### src/bpred_pkg.sv
package bpred_pkg;

  ////////////////////////////////////////////////////////////
  // Widths and scalar types
  ////////////////////////////////////////////////////////////
  localparam int PC_W = 16;                 // Byte address width of the core

  typedef logic [PC_W-1:0] pc_t;            // Fetch or branch address
  typedef logic [1:0]      ctr_t;           // 2-bit saturating direction counter

  localparam ctr_t CTR_RESET = 2'd0;        // Strong not taken after reset
  localparam ctr_t CTR_MAX   = 2'd3;        // Strong taken
  localparam ctr_t CTR_MIN   = 2'd0;        // Strong not taken

  ////////////////////////////////////////////////////////////
  // Table entries
  ////////////////////////////////////////////////////////////
  typedef struct packed {
    logic valid;                            // Entry holds a trained target
    pc_t  branch_pc;                        // Full branch PC kept as tag
    pc_t  target;                           // Taken target of that branch
  } btb_entry_t;

  localparam btb_entry_t BTB_RESET = '0;    // Invalid, zero tag and target

  ////////////////////////////////////////////////////////////
  // Fetch side and decode side bundles
  ////////////////////////////////////////////////////////////
  typedef struct packed {
    logic taken;                            // Predicted direction
    ctr_t ctr;                              // Counter seen at fetch
    logic btb_hit;                          // Tag matched in the btb
    pc_t  next_pc;                          // Predicted next fetch address
  } fetch_pred_t;

  // Decode hands back the outcome plus what fetch predicted for it
  typedef struct packed {
    pc_t  pc;                               // Address of the resolved branch
    logic actual_taken;                     // Real direction
    pc_t  actual_target;                    // Real target when taken
    ctr_t pred_ctr;                         // Counter carried from fetch
    pc_t  pred_next_pc;                     // Next PC fetch actually used
  } resolve_t;

endpackage

### src/bht.sv
module bht import bpred_pkg::*; #(
  parameter int INDEX_BITS = 4                    // Table holds 2**INDEX_BITS counters
) (
  input  logic     clk,                           // Core clock
  input  logic     reset,                         // Synchronous, active high
  input  logic     stall,                         // Blocks counter updates
  input  pc_t      fetch_pc,                      // Address being fetched
  input  logic     resolve_valid,                 // One cycle resolve pulse
  input  resolve_t resolve,                       // Outcome from decode
  output ctr_t     bht_ctr                        // Counter for fetch_pc
);

  logic [INDEX_BITS-1:0] rd_idx;                  // Fetch side index
  logic [INDEX_BITS-1:0] wr_idx;                  // Resolve side index
  ctr_t                  ctr_next;                // Counter after the update

  ////////////////////////////////////////////////////////////
  // Indexing
  ////////////////////////////////////////////////////////////
  // Bit 0 is always zero for 2-byte instructions
  assign rd_idx = fetch_pc[INDEX_BITS:1];         // Skip the byte offset
  assign wr_idx = resolve.pc[INDEX_BITS:1];       // Same slice on resolve side

  ////////////////////////////////////////////////////////////
  // Saturating update
  ////////////////////////////////////////////////////////////
  // Starts from the counter fetch saw, not the one in the table now
  always_comb begin
    ctr_next = resolve.pred_ctr;                  // Hold by default
    case (resolve.pred_ctr)
      2'd0: ctr_next = resolve.actual_taken ? 2'd1 : CTR_MIN; // Strong not taken
      2'd1: ctr_next = resolve.actual_taken ? 2'd2 : 2'd0;    // Weak not taken
      2'd2: ctr_next = resolve.actual_taken ? 2'd3 : 2'd1;    // Weak taken
      2'd3: ctr_next = resolve.actual_taken ? CTR_MAX : 2'd2; // Strong taken
      default: ctr_next = CTR_RESET;              // Unknown input falls back to reset
    endcase
  end

  ////////////////////////////////////////////////////////////
  // Counter storage
  ////////////////////////////////////////////////////////////
  pred_table #(
    .INDEX_BITS (INDEX_BITS),
    .entry_t    (ctr_t),
    .RESET_VAL  (CTR_RESET)
  ) i_table (
    .clk   (clk),
    .reset (reset),
    .stall (stall),
    .wen   (resolve_valid),                       // Every resolve trains the counter
    .waddr (wr_idx),
    .raddr (rd_idx),
    .wdata (ctr_next),
    .rdata (bht_ctr)
  );

endmodule

### src/branch_predictor.sv
module branch_predictor import bpred_pkg::*; #(
  parameter int INDEX_BITS = 4                    // Both tables hold 2**INDEX_BITS entries
) (
  input  logic        clk,                        // Core clock
  input  logic        reset,                      // Synchronous, active high
  input  pc_t         fetch_pc,                   // From fetch
  output fetch_pred_t pred,                       // To fetch, same cycle
  input  logic        resolve_valid,              // From decode
  input  resolve_t    resolve,                    // From decode
  input  logic        stall,                      // Pipeline stall level
  output logic        redirect,                   // To fetch
  output pc_t         redirect_pc                 // To fetch
);

  ctr_t bht_ctr;                                  // Direction counter lookup
  logic btb_hit;                                  // Target lookup hit
  pc_t  btb_target;                               // Target lookup data

  ////////////////////////////////////////////////////////////
  // Lookup tables
  ////////////////////////////////////////////////////////////
  bht #(.INDEX_BITS(INDEX_BITS)) i_bht (
    .clk           (clk),
    .reset         (reset),
    .stall         (stall),
    .fetch_pc      (fetch_pc),
    .resolve_valid (resolve_valid),
    .resolve       (resolve),
    .bht_ctr       (bht_ctr)
  );

  btb #(.INDEX_BITS(INDEX_BITS)) i_btb (
    .clk           (clk),
    .reset         (reset),
    .stall         (stall),
    .fetch_pc      (fetch_pc),
    .resolve_valid (resolve_valid),
    .resolve       (resolve),
    .btb_hit       (btb_hit),
    .btb_target    (btb_target)
  );

  ////////////////////////////////////////////////////////////
  // Next PC and redirect
  ////////////////////////////////////////////////////////////
  next_pc_select i_next_pc_select (
    .fetch_pc      (fetch_pc),
    .bht_ctr       (bht_ctr),
    .btb_hit       (btb_hit),
    .btb_target    (btb_target),
    .resolve_valid (resolve_valid),
    .resolve       (resolve),
    .pred          (pred),
    .redirect      (redirect),
    .redirect_pc   (redirect_pc)
  );

endmodule

### src/btb.sv
module btb import bpred_pkg::*; #(
  parameter int INDEX_BITS = 4                    // Table holds 2**INDEX_BITS entries
) (
  input  logic     clk,                           // Core clock
  input  logic     reset,                         // Synchronous, active high
  input  logic     stall,                         // Blocks entry updates
  input  pc_t      fetch_pc,                      // Address being fetched
  input  logic     resolve_valid,                 // One cycle resolve pulse
  input  resolve_t resolve,                       // Outcome from decode
  output logic     btb_hit,                       // Valid entry with matching tag
  output pc_t      btb_target                     // Stored target of that entry
);

  logic [INDEX_BITS-1:0] rd_idx;                  // Fetch side index
  logic [INDEX_BITS-1:0] wr_idx;                  // Resolve side index
  logic                  wr_en;                   // Taken resolve only
  btb_entry_t            rd_entry;                // Entry under fetch_pc
  btb_entry_t            wr_entry;                // Entry built from resolve

  ////////////////////////////////////////////////////////////
  // Indexing and write side
  ////////////////////////////////////////////////////////////
  assign rd_idx = fetch_pc[INDEX_BITS:1];         // Drop byte offset
  assign wr_idx = resolve.pc[INDEX_BITS:1];

  // A not-taken branch leaves any older target in place
  assign wr_en = resolve_valid && resolve.actual_taken;

  always_comb begin
    wr_entry           = BTB_RESET;
    wr_entry.valid     = 1'b1;                    // Entry becomes usable
    wr_entry.branch_pc = resolve.pc;              // Whole PC kept as tag
    wr_entry.target    = resolve.actual_target;   // Where the branch went
  end

  ////////////////////////////////////////////////////////////
  // Target storage
  ////////////////////////////////////////////////////////////
  pred_table #(
    .INDEX_BITS (INDEX_BITS),
    .entry_t    (btb_entry_t),
    .RESET_VAL  (BTB_RESET)
  ) i_table (
    .clk   (clk),
    .reset (reset),
    .stall (stall),
    .wen   (wr_en),
    .waddr (wr_idx),
    .raddr (rd_idx),
    .wdata (wr_entry),
    .rdata (rd_entry)
  );

  ////////////////////////////////////////////////////////////
  // Tag compare
  ////////////////////////////////////////////////////////////
  // Aliasing PCs share a slot but fail the full tag check
  assign btb_hit    = rd_entry.valid && (rd_entry.branch_pc == fetch_pc);
  assign btb_target = rd_entry.target;            // Only meaningful on a hit

endmodule

### src/next_pc_select.sv
module next_pc_select import bpred_pkg::*; (
  input  pc_t         fetch_pc,                   // Address being fetched
  input  ctr_t        bht_ctr,                    // Counter from the bht
  input  logic        btb_hit,                    // Tag hit from the btb
  input  pc_t         btb_target,                 // Target from the btb
  input  logic        resolve_valid,              // One cycle resolve pulse
  input  resolve_t    resolve,                    // Outcome from decode
  output fetch_pred_t pred,                       // Prediction back to fetch
  output logic        redirect,                   // Flush and refetch
  output pc_t         redirect_pc                 // Correct next PC on redirect
);

  localparam pc_t PC_STEP = pc_t'(2);             // 16-bit instructions

  logic pred_taken;                               // Direction from counter MSB
  logic use_target;                               // Taken and a target is known
  pc_t  fetch_seq_pc;                             // Fall-through of fetch_pc
  pc_t  resolve_seq_pc;                           // Fall-through of resolved branch
  pc_t  correct_pc;                               // What fetch should have used

  ////////////////////////////////////////////////////////////
  // Fetch side prediction
  ////////////////////////////////////////////////////////////
  assign pred_taken   = bht_ctr[1];               // 2 and 3 mean taken
  assign fetch_seq_pc = fetch_pc + PC_STEP;

  // A taken guess without a btb hit has no target to go to
  // so fetch falls through
  assign use_target = pred_taken && btb_hit;

  always_comb begin
    pred.taken   = pred_taken;
    pred.ctr     = bht_ctr;                       // Carried down the pipe for training
    pred.btb_hit = btb_hit;
    pred.next_pc = use_target ? btb_target : fetch_seq_pc;
  end

  ////////////////////////////////////////////////////////////
  // Resolve check
  ////////////////////////////////////////////////////////////
  assign resolve_seq_pc = resolve.pc + PC_STEP;
  assign correct_pc     = resolve.actual_taken ? resolve.actual_target
                                               : resolve_seq_pc;

  // Compare the real next PC with the one fetch went to
  // This also catches a right direction with a stale target
  assign redirect    = resolve_valid && (correct_pc != resolve.pred_next_pc);
  assign redirect_pc = correct_pc;                // Valid only with redirect

endmodule

### src/pred_table.sv
module pred_table #(
  parameter int   INDEX_BITS = 4,                 // log2 of the entry count
  parameter type  entry_t    = logic [1:0],       // Payload stored per entry
  parameter entry_t RESET_VAL = '0                // Value loaded on reset
) (
  input  logic                  clk,              // Core clock
  input  logic                  reset,            // Synchronous, active high
  input  logic                  stall,            // Blocks all writes while high
  input  logic                  wen,              // Write request from resolve
  input  logic [INDEX_BITS-1:0] waddr,            // Resolve side index
  input  logic [INDEX_BITS-1:0] raddr,            // Fetch side index
  input  entry_t                wdata,            // New entry contents
  output entry_t                rdata             // Entry at raddr
);

  localparam int DEPTH = 1 << INDEX_BITS;         // Number of entries

  entry_t mem [DEPTH];                            // Register array storage
  logic   do_write;                               // Qualified write strobe

  ////////////////////////////////////////////////////////////
  // Read port
  ////////////////////////////////////////////////////////////
  // Separate read and write indices so a lookup and an update
  // can share one cycle
  assign rdata = mem[raddr];                      // Asynchronous read

  ////////////////////////////////////////////////////////////
  // Write port
  ////////////////////////////////////////////////////////////
  assign do_write = wen && !stall;                // Stall drops the update

  always_ff @(posedge clk) begin
    if (reset) begin
      for (int i = 0; i < DEPTH; i++) begin
        mem[i] <= RESET_VAL;                      // Whole table back to default
      end
    end else if (do_write) begin
      mem[waddr] <= wdata;                        // Visible to lookups next cycle
    end
  end

endmodule

### config.mk
export PLATFORM = sky130hd
export DESIGN_NAME = branch_predictor
export DESIGN_NICKNAME = d
export VERILOG_FILES = /design/src/bpred_pkg.sv /design/src/bht.sv /design/src/branch_predictor.sv /design/src/btb.sv /design/src/next_pc_select.sv /design/src/pred_table.sv
export SDC_FILE = /design/constraint.sdc
export NUM_CORES = 1
export LEC_CHECK = 0
export BUFFER_PORTS_ARGS = -buffer_cell sky130_fd_sc_hd__buf_2
export CAP_MARGIN = 20
export CORE_MARGIN = 2
export CORE_UTILIZATION = 55
export DETAILED_ROUTE_END_ITERATION = 10
export MAX_ROUTING_LAYER = met4
export PLACE_DENSITY_LB_ADDON = 0.12
export SLEW_MARGIN = 20
export SYNTH_ARGS = -nofsm -noshare
export SYNTH_HDL_FRONTEND = slang
export SYNTH_HIERARCHICAL = 1
export SYNTH_SLANG_ARGS = --single-unit
### constraint.sdc
create_clock -name clk -period 5 [get_ports clk]
set_input_delay 0.25 -clock clk [delete_from_list [all_inputs] [get_ports clk]]
set_output_delay 0.25 -clock clk [all_outputs]
set_load 0.01 [all_outputs]
# After elaboration in Yosys (flattened, before gate mapping)
# Memory sizes are Yosys's and may differ from the RTL's.
# Index checks and enable logic that the tools add are counted.
[totals]
ff_bits = 0
ramBits = 560
input_bits = 71
out_inout_bits = 37
word_cells = 40
memories = 2
[op_classes]
n_addsub = 2
eq_ne = 5
mux = 21
n_reduce_logical = 10
[mem_list]
columns = ["name", "words", "word_bits", "read_ports", "rd_ports_with_merged_regs", "wr", "line_no", "source"]
rows = [
  ["i_btb.i_table.mem", 16, 33, 1, 0, 16, "pred_table.sv:18", "entry_t mem [DEPTH];"],
  ["i_bht.i_table.mem", 16, 2, 1, 0, 16, "pred_table.sv:18", ""],
]
[op_table]
columns = ["cell", "n"]
rows = [
  ["33-bit 2-to-1 mux", 1],
  ["33-bit OR reduction", 1],
  ["16-bit by 2-bit adder with 16-bit output, second input constant", 2],
  ["16-bit 2-to-1 mux", 2],
  ["16-bit == test", 1],
  ["16-bit inequality test", 1],
  ["1-bit 2-to-1 mux", 12],
  ["4-bit 2-to-1 mux", 2],
  ["2-bit one-hot mux with 4 select lines", 1],
  ["1-bit logical AND", 6],
  ["2-bit 2-to-1 mux", 3],
  ["2-bit == test, second input constant", 2],
  ["2-bit by 1-bit == test with 1-bit output, second input constant", 1],
  ["2-bit zero test", 1],
  ["2-bit OR reduction", 1],
  ["1-bit zero test", 1],
]

# Depth between registers and ports, before layout
# Gate-level depths: netlist of run 1.
[logic_depth]
word_depth = 7
mapped_depth = 14
depth_no_buf = 10

# Hierarchy
# The synthesis of run 1 kept the hierarchy.
[modules_own_cells]
columns = ["module", "n_inst", "cells_per_inst", "area_each_um2", "seq_area_each_um2"]
rows = [
  ["pred_table (i_btb.i_table)", 1, 1574, 22889.5, 15855.2],
  ["pred_table (i_bht.i_table)", 1, 129, 1581.5, 960.9],
  ["next_pc_select", 1, 210, 1357.6, 0.0],
  ["btb", 1, 24, 191.4, 0.0],
  ["bht", 1, 3, 26.3, 0.0],
]

# Worst setup path after synthesis of run 1
# Ideal clock, no wire load.
[synth_path]
path_type = "input -> output"
startpoint = "in fetch_pc[1]"
endpoint = "out pred[0] (netlist bit)"
t_arrival_ns = 2.971
required_ns = 4.750
path_slack_ns = 1.779
cell_stages = 12
n_path_buf = 3
cell_sequence = "buf_6 -> buf_2 -> mux4_2 -> a22oi_1 -> nand2_1 -> xor2_1 -> nor4_1 -> nand4_1 -> nor4_2 -> and2_1 -> clkbuf_1 -> mux2_2"
[synth_rtl]
columns = ["item", "line_no", "source"]
rows = [
  ["start, declared", "branch_predictor.sv:6", "input pc_t fetch_pc,"],
  ["end, declared", "branch_predictor.sv:7", "output fetch_pred_t pred,"],
]

==> metrics.csv, run 1 <==
stage,metric,value,unit
synth,synth warn,6,
clock_network,Root Driver,clkbuf_16,
synth,Most used DFF post-synth,edfxtp_1,
clock_network,Clock Path Buffers,3,
grt,M1 GR Usage,41.75,%
grt,first-pass GRT wire length,109800,um
layout,FILL cells,3576,
sta,Setup WS post-layout,0.5034,ns
grt,GR peak layer,met2,
place,Cells after DPL,2561,
clock_network,CTS tree,yes,
grt,met3 Usage GRT,4.757,%
synth,Post-synth EDFFs,560,
sta,worst rel slew slack,29.56,%
synth,top-area cell type share of the netlist area,64.56,%
grt,M2 GR Usage,50.53,%
detailed_routing,Via Count,16770,
setup_path,worst endpoint data arrival time,4.25,ns
clock_network,CTS sink count,560,
setup_path,kind of critical path,flop to output pin,
layout,post-route cell area,0.02872,mm^2
sta,Setup TNS,0,ns
layout,area delta synth->final,10.28,%
detailed_routing,Routed Antenna Nets,0,
clock_network,Worst-path clk slew,0.06,ns
synth,Synth area leaders,"edfxtp_1, mux4_2, nor2_1",
floorplanning,I/O pin cnt,108,
place,dpl cell area,0.02709,mm^2
setup_path,slowest cell delay on critical path,0.88,ns
run_status,failing checks,design-rule violations,
setup_path,worst setup path endpoint,pred[2],
setup_path,Crit-path slowest cell,and2_1,
floorplanning,Die H,221.6,um
detailed_routing,total wire length,74770,um
setup_path,worst-path cell chain,"mux4_2, a22oi_1, nand2_1, xor2_1, nor4_1, nand4_1, nor4_2, and2_1, mux2_2, buf_2",
clock_network,CTS Hold Bufs,0,
layout,layout cells sized above 1,18.68,%
synth,Unique masters post-synth,58,
grt,gr usage total,31.70,%
detailed_routing,DR iter-0 viols,1983,
detailed_routing,wire length per cell,28.14,um
floorplanning,Rows,79,
detailed_routing,drt via density,6.311,
clock_network,H-tree depth,2,
clock_network,PostCTS Resize Cnt,0,
place,gpl congestion,0.8583,
sta,fin crit share,89.93,%
sta,RSZ-0062 raised after global routing,false,
place,"worst slack, placed",0.7225,ns
layout,ANT cells,0,
layout,Final Non-Filler Cells,2657,
sta,max frequency,222.4,MHz
setup_path,Critical Path End Type,output pin,
sta,Final Hold Vio Count,0,
power_and_ir_drop,PwrDens,357.8,mW/mm^2
synth,Mapped Avg Cell Area,13.43,um^2
grt,largest net degree at the start of global routing,87,
synth,"area leader, netlist",edfxtp_1,
floorplanning,Initial Utilization,55.83,%
run_status,status,"finished, violations left",
setup_path,Critical Path Fanout Max,30,
clock_network,number of CTS-inserted buffers,57,
floorplanning,die area,0.04911,mm^2
clock_network,post-CTS setup buffer count,0,
power_and_ir_drop,Peak VDD IR,391.5,uV
run,Max-cap violations,0,
detailed_routing,DRC,3,
layout,fin nets,2087,
power_and_ir_drop,total leakage power,9.279,nW
synth,Async SR Flop Fraction,0,%
sta,final setup violation count,0,
floorplanning,area of the core,0.04665,mm^2
detailed_routing,Pre-Repair DR Iteration Count,9,
setup_path,required time worst endpoint,4.75,ns
worst_hold_path,HP Class,primary input to flop,
place,hpwl dp,45970,um
floorplanning,Chip Width,221.6,um
power_and_ir_drop,Total Power,10.28,mW
setup_path,CP Launch Type,flop,
sta,post-layout min period,4.497,ns
synth,register bit total from synthesis,560,
synth,Post-Synthesis Cell Area,0.02605,mm^2
grt,gr ovfl total,0,
place,PortBufs,107,
setup_path,Worst Setup SP,i_btb/i_table/mem[3][22]$_SDFFCE_PN0P_,
synth,sequential share of the synthesized area,64.56,%
sta,worst-margin pin slew,1.057,ns
grt,vias in the first global route,16860,
grt,antenna violations before repair,1,
sta,max-slew violation count,0,
synth,Cells after Synth,1940,
==> final cells by class <==
class | instances | area, um^2 | share of cell area, %
multi-input combinational | 1227 | 8528 | 29.69
clock inverter | 26 | 136.4 | 0.4748
sequential | 560 | 16820 | 58.55
timing repair buffer | 155 | 962.2 | 3.350
clock buffer | 70 | 1475 | 5.136
inverter | 12 | 45.04 | 0.1568
tap | 607 | 759.5 | 2.644
==> cells in the final DEF (no fill, tap or decap), drive strengths merged, types with 5 or more instances in the layout <==
cell type,instances
mux4,140
a21o,16
xnor2,39
nand4,11
clkbuf,70
nand3,18
a21oi,5
o21ai,40
nor2,572
nor2b,13
xor2,26
nor4,8
a22oi,68
nand2,209
edfxtp,560
nand2b,6
clkinv,25
inv,11
buf,155
and2,7
mux2,6
==> power by group <==
group | internal, mW | total, mW | switching [mW]
Combinational | 0.352 | 0.984 | 0.632
Sequential | 5.40 | 5.46 | 0.0634
Clock | 2.11 | 3.83 | 1.72
Total | 7.86 | 10.3 | 2.41
==> Yosys cell counts, types with 7 or more instances <==
master      n
nand2_1   209
mux4_2    119
o21ai_0    40
nand3_1    18
a21o_1     16
buf_2      59
clkbuf_1   64
inv_1      11
nor4_1      7
xor2_1     26
nand4_1    10
mux4_1     21
edfxtp_1  560
nor2b_1    13
nor2_1    571
a22oi_1    68
xnor2_1    39
==> worst max-delay path: cells and delay by family, from the launching register on <==
| kind | cells | cell delay (ns) |
|---|---|---|
| and+or+nand+nor | 5 | 1.74 |
| muxes | 2 | 0.89 |
| DFF | 1 | 0.36 |
| AOI/OAI and AO/OA | 1 | 0.35 |
| xor gates and xnor gates | 1 | 0.15 |
| buffers and inverters | 1 | 0.14 |
==> sequential cells by signal, indices dropped and copies added, names as in the netlist <==
signal / flops
i_btb/i_table/mem: 528
i_bht/i_table/mem: 32
==> per-layer routing <==
| layer | routed length, um | vias up | part of all wire [%] |
|---|---|---|---|
| met5 | 0 | - | 0 |
| met4 | 2929 | 0 | 3.9 |
| met3 | 6819 | 156 | 9.1 |
| met2 | 36670 | 902 | 49 |
| met1 | 28340 | 8467 | 38 |
| li1 | - | 7244 | - |
==> worst min path at each step <==
stage	from	to	slack (ns)	cells after the start
floorplan	resolve[37]	i_btb/i_table/mem[2][18]$_SDFFCE_PN0P_	0.51	2
global placement	resolve[18]	i_btb/i_table/mem[14][0]$_SDFFCE_PN0P_	0.72	3
detailed placement	resolve[18]	i_btb/i_table/mem[0][0]$_SDFFCE_PN0P_	0.73	3
CTS	resolve[18]	i_btb/i_table/mem[0][0]$_SDFFCE_PN0P_	0.09	3
global route	resolve[18]	i_btb/i_table/mem[15][0]$_SDFFCE_PN0P_	0.13	3
finish	resolve[18]	i_btb/i_table/mem[4][0]$_SDFFCE_PN0P_	0.11	3
==> kinds of logic after synthesis <==
logic type                 count (synthesis)  share of synthesized area [%]
other                                      1                        0.01440
DFF                                      560                          64.56
buffers and inverters                    156                          3.142
and+or+nand+nor                          862                          13.36
muxes                                    148                          12.74
adders and majority gates                  5                         0.2306
AOI/OAI and AO/OA                        143                          3.761
xor gates and xnor gates                  65                          2.186
==> through the flow <==
stage	hold slack, ns	utilization, %
after floorplan	0.5072	-
after global placement	0.7182	58.06
after detailed placement	0.7253	58.06
after CTS	0.08742	61.51
after global routing	0.1344	61.56
final	0.1139	61.56
No activity file was read; power rests on OpenSTA's default activity.
==> inputs of run 2 (changes only) <==
--- a/config.mk
+++ b/config.mk
@@ -9,6 +9,7 @@
 export CAP_MARGIN = 20
 export CORE_MARGIN = 2
 export CORE_UTILIZATION = 55
+export CTS_BUF_LIST = sky130_fd_sc_hd__clkbuf_2
 export DETAILED_ROUTE_END_ITERATION = 10
 export MAX_ROUTING_LAYER = met4
 export PLACE_DENSITY_LB_ADDON = 0.12
==> run 2 against run 1 <==
  * Cell area grew 1.1%
  * Largest power group unchanged
  * Power shrank 7.7%
  * Fmax shrank 3.0%
  * Global-route usage grew 1.5 points
  * Sequential power is essentially flat
  * Sequential share of layout area shrank 0.64 points
  * Critical path depth is the same
  * Hold slack gained 0.048 ns
  * The run still ends with design-rule violations left
  * Combinational power grew 6%
==> metrics.csv, run 2 (synthesis gave the netlist of run 1 again) <==
stage,metric,value,unit,change
setup_path,required time worst endpoint,4.75,ns,about the same
power_and_ir_drop,register share of total power,57.5,%,was 53.2%
detailed_routing,total wire length,77820,um,was 74770 um
power_and_ir_drop,combinational power share,11.0,%,was 9.6%
power_and_ir_drop,PwrDens,326.5,mW/mm^2,was 357.8 mW/mm^2
clock_network,Worst-path clk slew,0.09,ns,was 0.06 ns
layout,layout cells sized above 1,24.02,%,was 18.68%
layout,Largest register FFs,528,,unchanged
floorplanning,Rows,79,,unchanged
place,gpl congestion,0.8583,,unchanged
sta,Setup WS post-layout,0.3662,ns,was 0.5034 ns
detailed_routing,Via Count,17790,,was 16.77k
sta,worst-margin pin slew,1.127,ns,was 1.057 ns
worst_hold_path,Worst Hold Depth,5,,was 3
power_and_ir_drop,P_int,6.945,mW,was 7.865 mW
grt,largest net degree at the start of global routing,87,,unchanged
run_status,status,"finished, violations left",,unchanged
floorplanning,die area,0.04911,mm^2,unchanged
layout,"leading cell type in the layout, fill and taps excluded",nor2_1,,unchanged
detailed_routing,drt via density,6.178,,was 6.311
worst_hold_path,HP Class,primary input to flop,,unchanged
layout,most frequent cells in the layout,"nor2_1, edfxtp_1, clkbuf_2",,"was nor2_1, edfxtp_1, nand2_1"
clock_network,CTS sink count,560,,unchanged
clock_network,number of CTS-inserted buffers,145,,was 57
floorplanning,Initial Utilization,55.83,%,unchanged
floorplanning,Die H,221.6,um,unchanged
clock_network,Clock Path Buffers,3,,unchanged
setup_path,worst endpoint data arrival time,4.38,ns,was 4.25 ns
place,"worst slack, placed",0.7225,ns,unchanged
power_and_ir_drop,NetSw,2.537,mW,was 2.412 mW
floorplanning,area of the core,0.04665,mm^2,unchanged
sta,fin crit share,92.68,%,was 89.93%
grt,antenna violations before repair,4,,was 1
worst_hold_path,worst min-delay path endpoint,i_bht/i_table/mem[9][0]$_SDFFCE_PN0P_,,was i_btb/i_table/mem[4][0]$_SDFFCE_PN0P_
grt,gr ovfl total,0,,unchanged
setup_path,CP Launch Type,flop,,unchanged
detailed_routing,DR iter-0 viols,1827,,was 1983
place,PortBufs,107,,unchanged
floorplanning,Chip Width,221.6,um,unchanged
power_and_ir_drop,Clock Power Share,31.5,%,was 37.3%
sta,RSZ-0062 raised after global routing,false,,unchanged
sta,Setup TNS,0,ns,unchanged
run_status,failing checks,design-rule violations,,unchanged
place,hpwl dp,45970,um,unchanged
sta,worst rel slew slack,24.89,%,was 29.56%
clock_network,CTS tree,yes,,unchanged
grt,vias in the first global route,18020,,was 16.86k
run,Max-cap violations,0,,unchanged
detailed_routing,Pre-Repair DR Iteration Count,9,,unchanged
power_and_ir_drop,total leakage power,9.765,nW,was 9.279 nW
detailed_routing,DRC,6,,was 3
sta,max-slew violation count,0,,unchanged
grt,gr usage total,33.23,%,was 31.70%
layout,area delta synth->final,11.50,%,was 10.28%
layout,biggest regs,"i_btb/i_table/mem (528), i_bht/i_table/mem (32)",,unchanged
sta,final setup violation count,0,,unchanged
layout,fin nets,2247,,was 2087
setup_path,kind of critical path,flop to output pin,,unchanged
power_and_ir_drop,Total Power,9.483,mW,was 10.28 mW
sta,post-layout min period,4.634,ns,was 4.497 ns
clock_network,H-tree depth,4,,was 2
grt,first-pass GRT wire length,114000,um,was 109800 um
layout,FILL cells,3669,,was 3576
floorplanning,I/O pin cnt,108,,unchanged
worst_hold_path,hold path startpoint,resolve[17],,was resolve[18]
detailed_routing,wire length per cell,27.02,um,was 28.14 um
clock_network,post-CTS setup buffer count,0,,unchanged
detailed_routing,Routed Antenna Nets,0,,unchanged
setup_path,Critical Path Fanout Max,30,,unchanged
layout,Biggest register,i_btb/i_table/mem,,unchanged
sta,Final Hold Vio Count,0,,unchanged
clock_network,Root Driver,clkbuf_2,,was clkbuf_16
power_and_ir_drop,net switching fraction of the power,26.76,%,was 23.47%
power_and_ir_drop,Peak VDD IR,200.4,uV,was 391.5 uV
setup_path,Critical Path End Type,output pin,,unchanged
sta,max frequency,215.8,MHz,was 222.4 MHz
run 2: cell count changes in the layout (fill, tap and decap cells not counted), moves of 4 or more:
cell	change
clkbuf_16	-57
clkinv_2	-5
diode_2	+4
inv_2	+12
clkbuf_2	+210
dlygate4sd3_1	+71
clkbuf_1	-13
run 2: worst max path at each step:
stage | slack [ns] | start | to
floorplan | 1.78 | fetch_pc[1] | pred[0]
global placement | 0.72 | fetch_pc[1] | pred[0]
detailed placement | 0.72 | fetch_pc[1] | pred[2]
CTS | 0.13 | i_btb/i_table/mem[3][22]$_SDFFCE_PN0P_ | pred[2]
global route | 0.09 | i_btb/i_table/mem[3][22]$_SDFFCE_PN0P_ | pred[2]
finish | 0.37 | i_btb/i_table/mem[3][22]$_SDFFCE_PN0P_ | pred[0]
run 2: layer usage:
metal / GRT usage (%) / wire (um) / up-vias / part of all wire, %
li1: - / - / 7660 / -
met1: 42.12 / 29040 / 8884 / 37
met2: 52.53 / 37870 / 1076 / 49
met3: 7.103 / 7665 / 174 / 9.8
met4: 13.93 / 3244 / 0 / 4.2
met5: - / 0 / - / 0
run 2: repair_timing:
action,CTS,global route
hold buffers,72,0
endpoints found under the setup margin,16,3
hold endpoints to repair,781,0
resized for setup,1,1
run 2: layout make-up:
| type | count | area (um^2) | area share, % |
|---|---|---|---|
| flip-flops and latches | 560 | 16820 | 57.91 |
| clock buffers | 210 | 1051 | 3.619 |
| inverters | 12 | 45.04 | 0.1551 |
| diodes | 4 | 10.01 | 0.03447 |
| repair buffers | 227 | 1678 | 5.778 |
| clock inverters | 33 | 156.4 | 0.5386 |
| well taps | 607 | 759.5 | 2.615 |
| multi-input cells | 1227 | 8524 | 29.35 |
run 2: critical path, stage by stage, from the launching register on:
cell and delay (ns):
edfxtp_1 0.37, mux4_2 0.47, a22oi_1 0.32, nand2_1 0.11
xor2_1 0.15, nor4_1 0.27, nand4_1 0.17, nor4_2 0.32
and2_4 0.42, mux2_2 0.37, buf_2 0.14
run 2: power groups by stage:
| stage | clock, mW | sequential (mW) | combinational (mW) |
|---|---|---|---|
| 2_1_floorplan | 0 | 5.53 | 0.596 |
| 3_3_place_gp | 0 | 5.55 | 0.972 |
| 3_5_place_dp | 0 | 5.56 | 0.975 |
| 4_1_cts | 3.06 | 5.46 | 1.03 |
| 5_1_grt | 3.29 | 5.48 | 1.09 |
| 6_report | 2.99 | 5.45 | 1.04 |
run 2: through the flow:
step / utilization [%] / std cells / hold slack, ns / area (um^2)
after floorplan: - / 1943 / 0.5072 / 26060
after global placement: 58.06 / 2561 / 0.7182 / 27090
after detailed placement: 58.06 / 2561 / 0.7253 / 27090
after CTS: 62.19 / 2876 / 0.004052 / 29020
after global routing: 62.24 / 2879 / 0.09419 / 29040
final: 62.25 / 2880 / 0.1621 / 29040
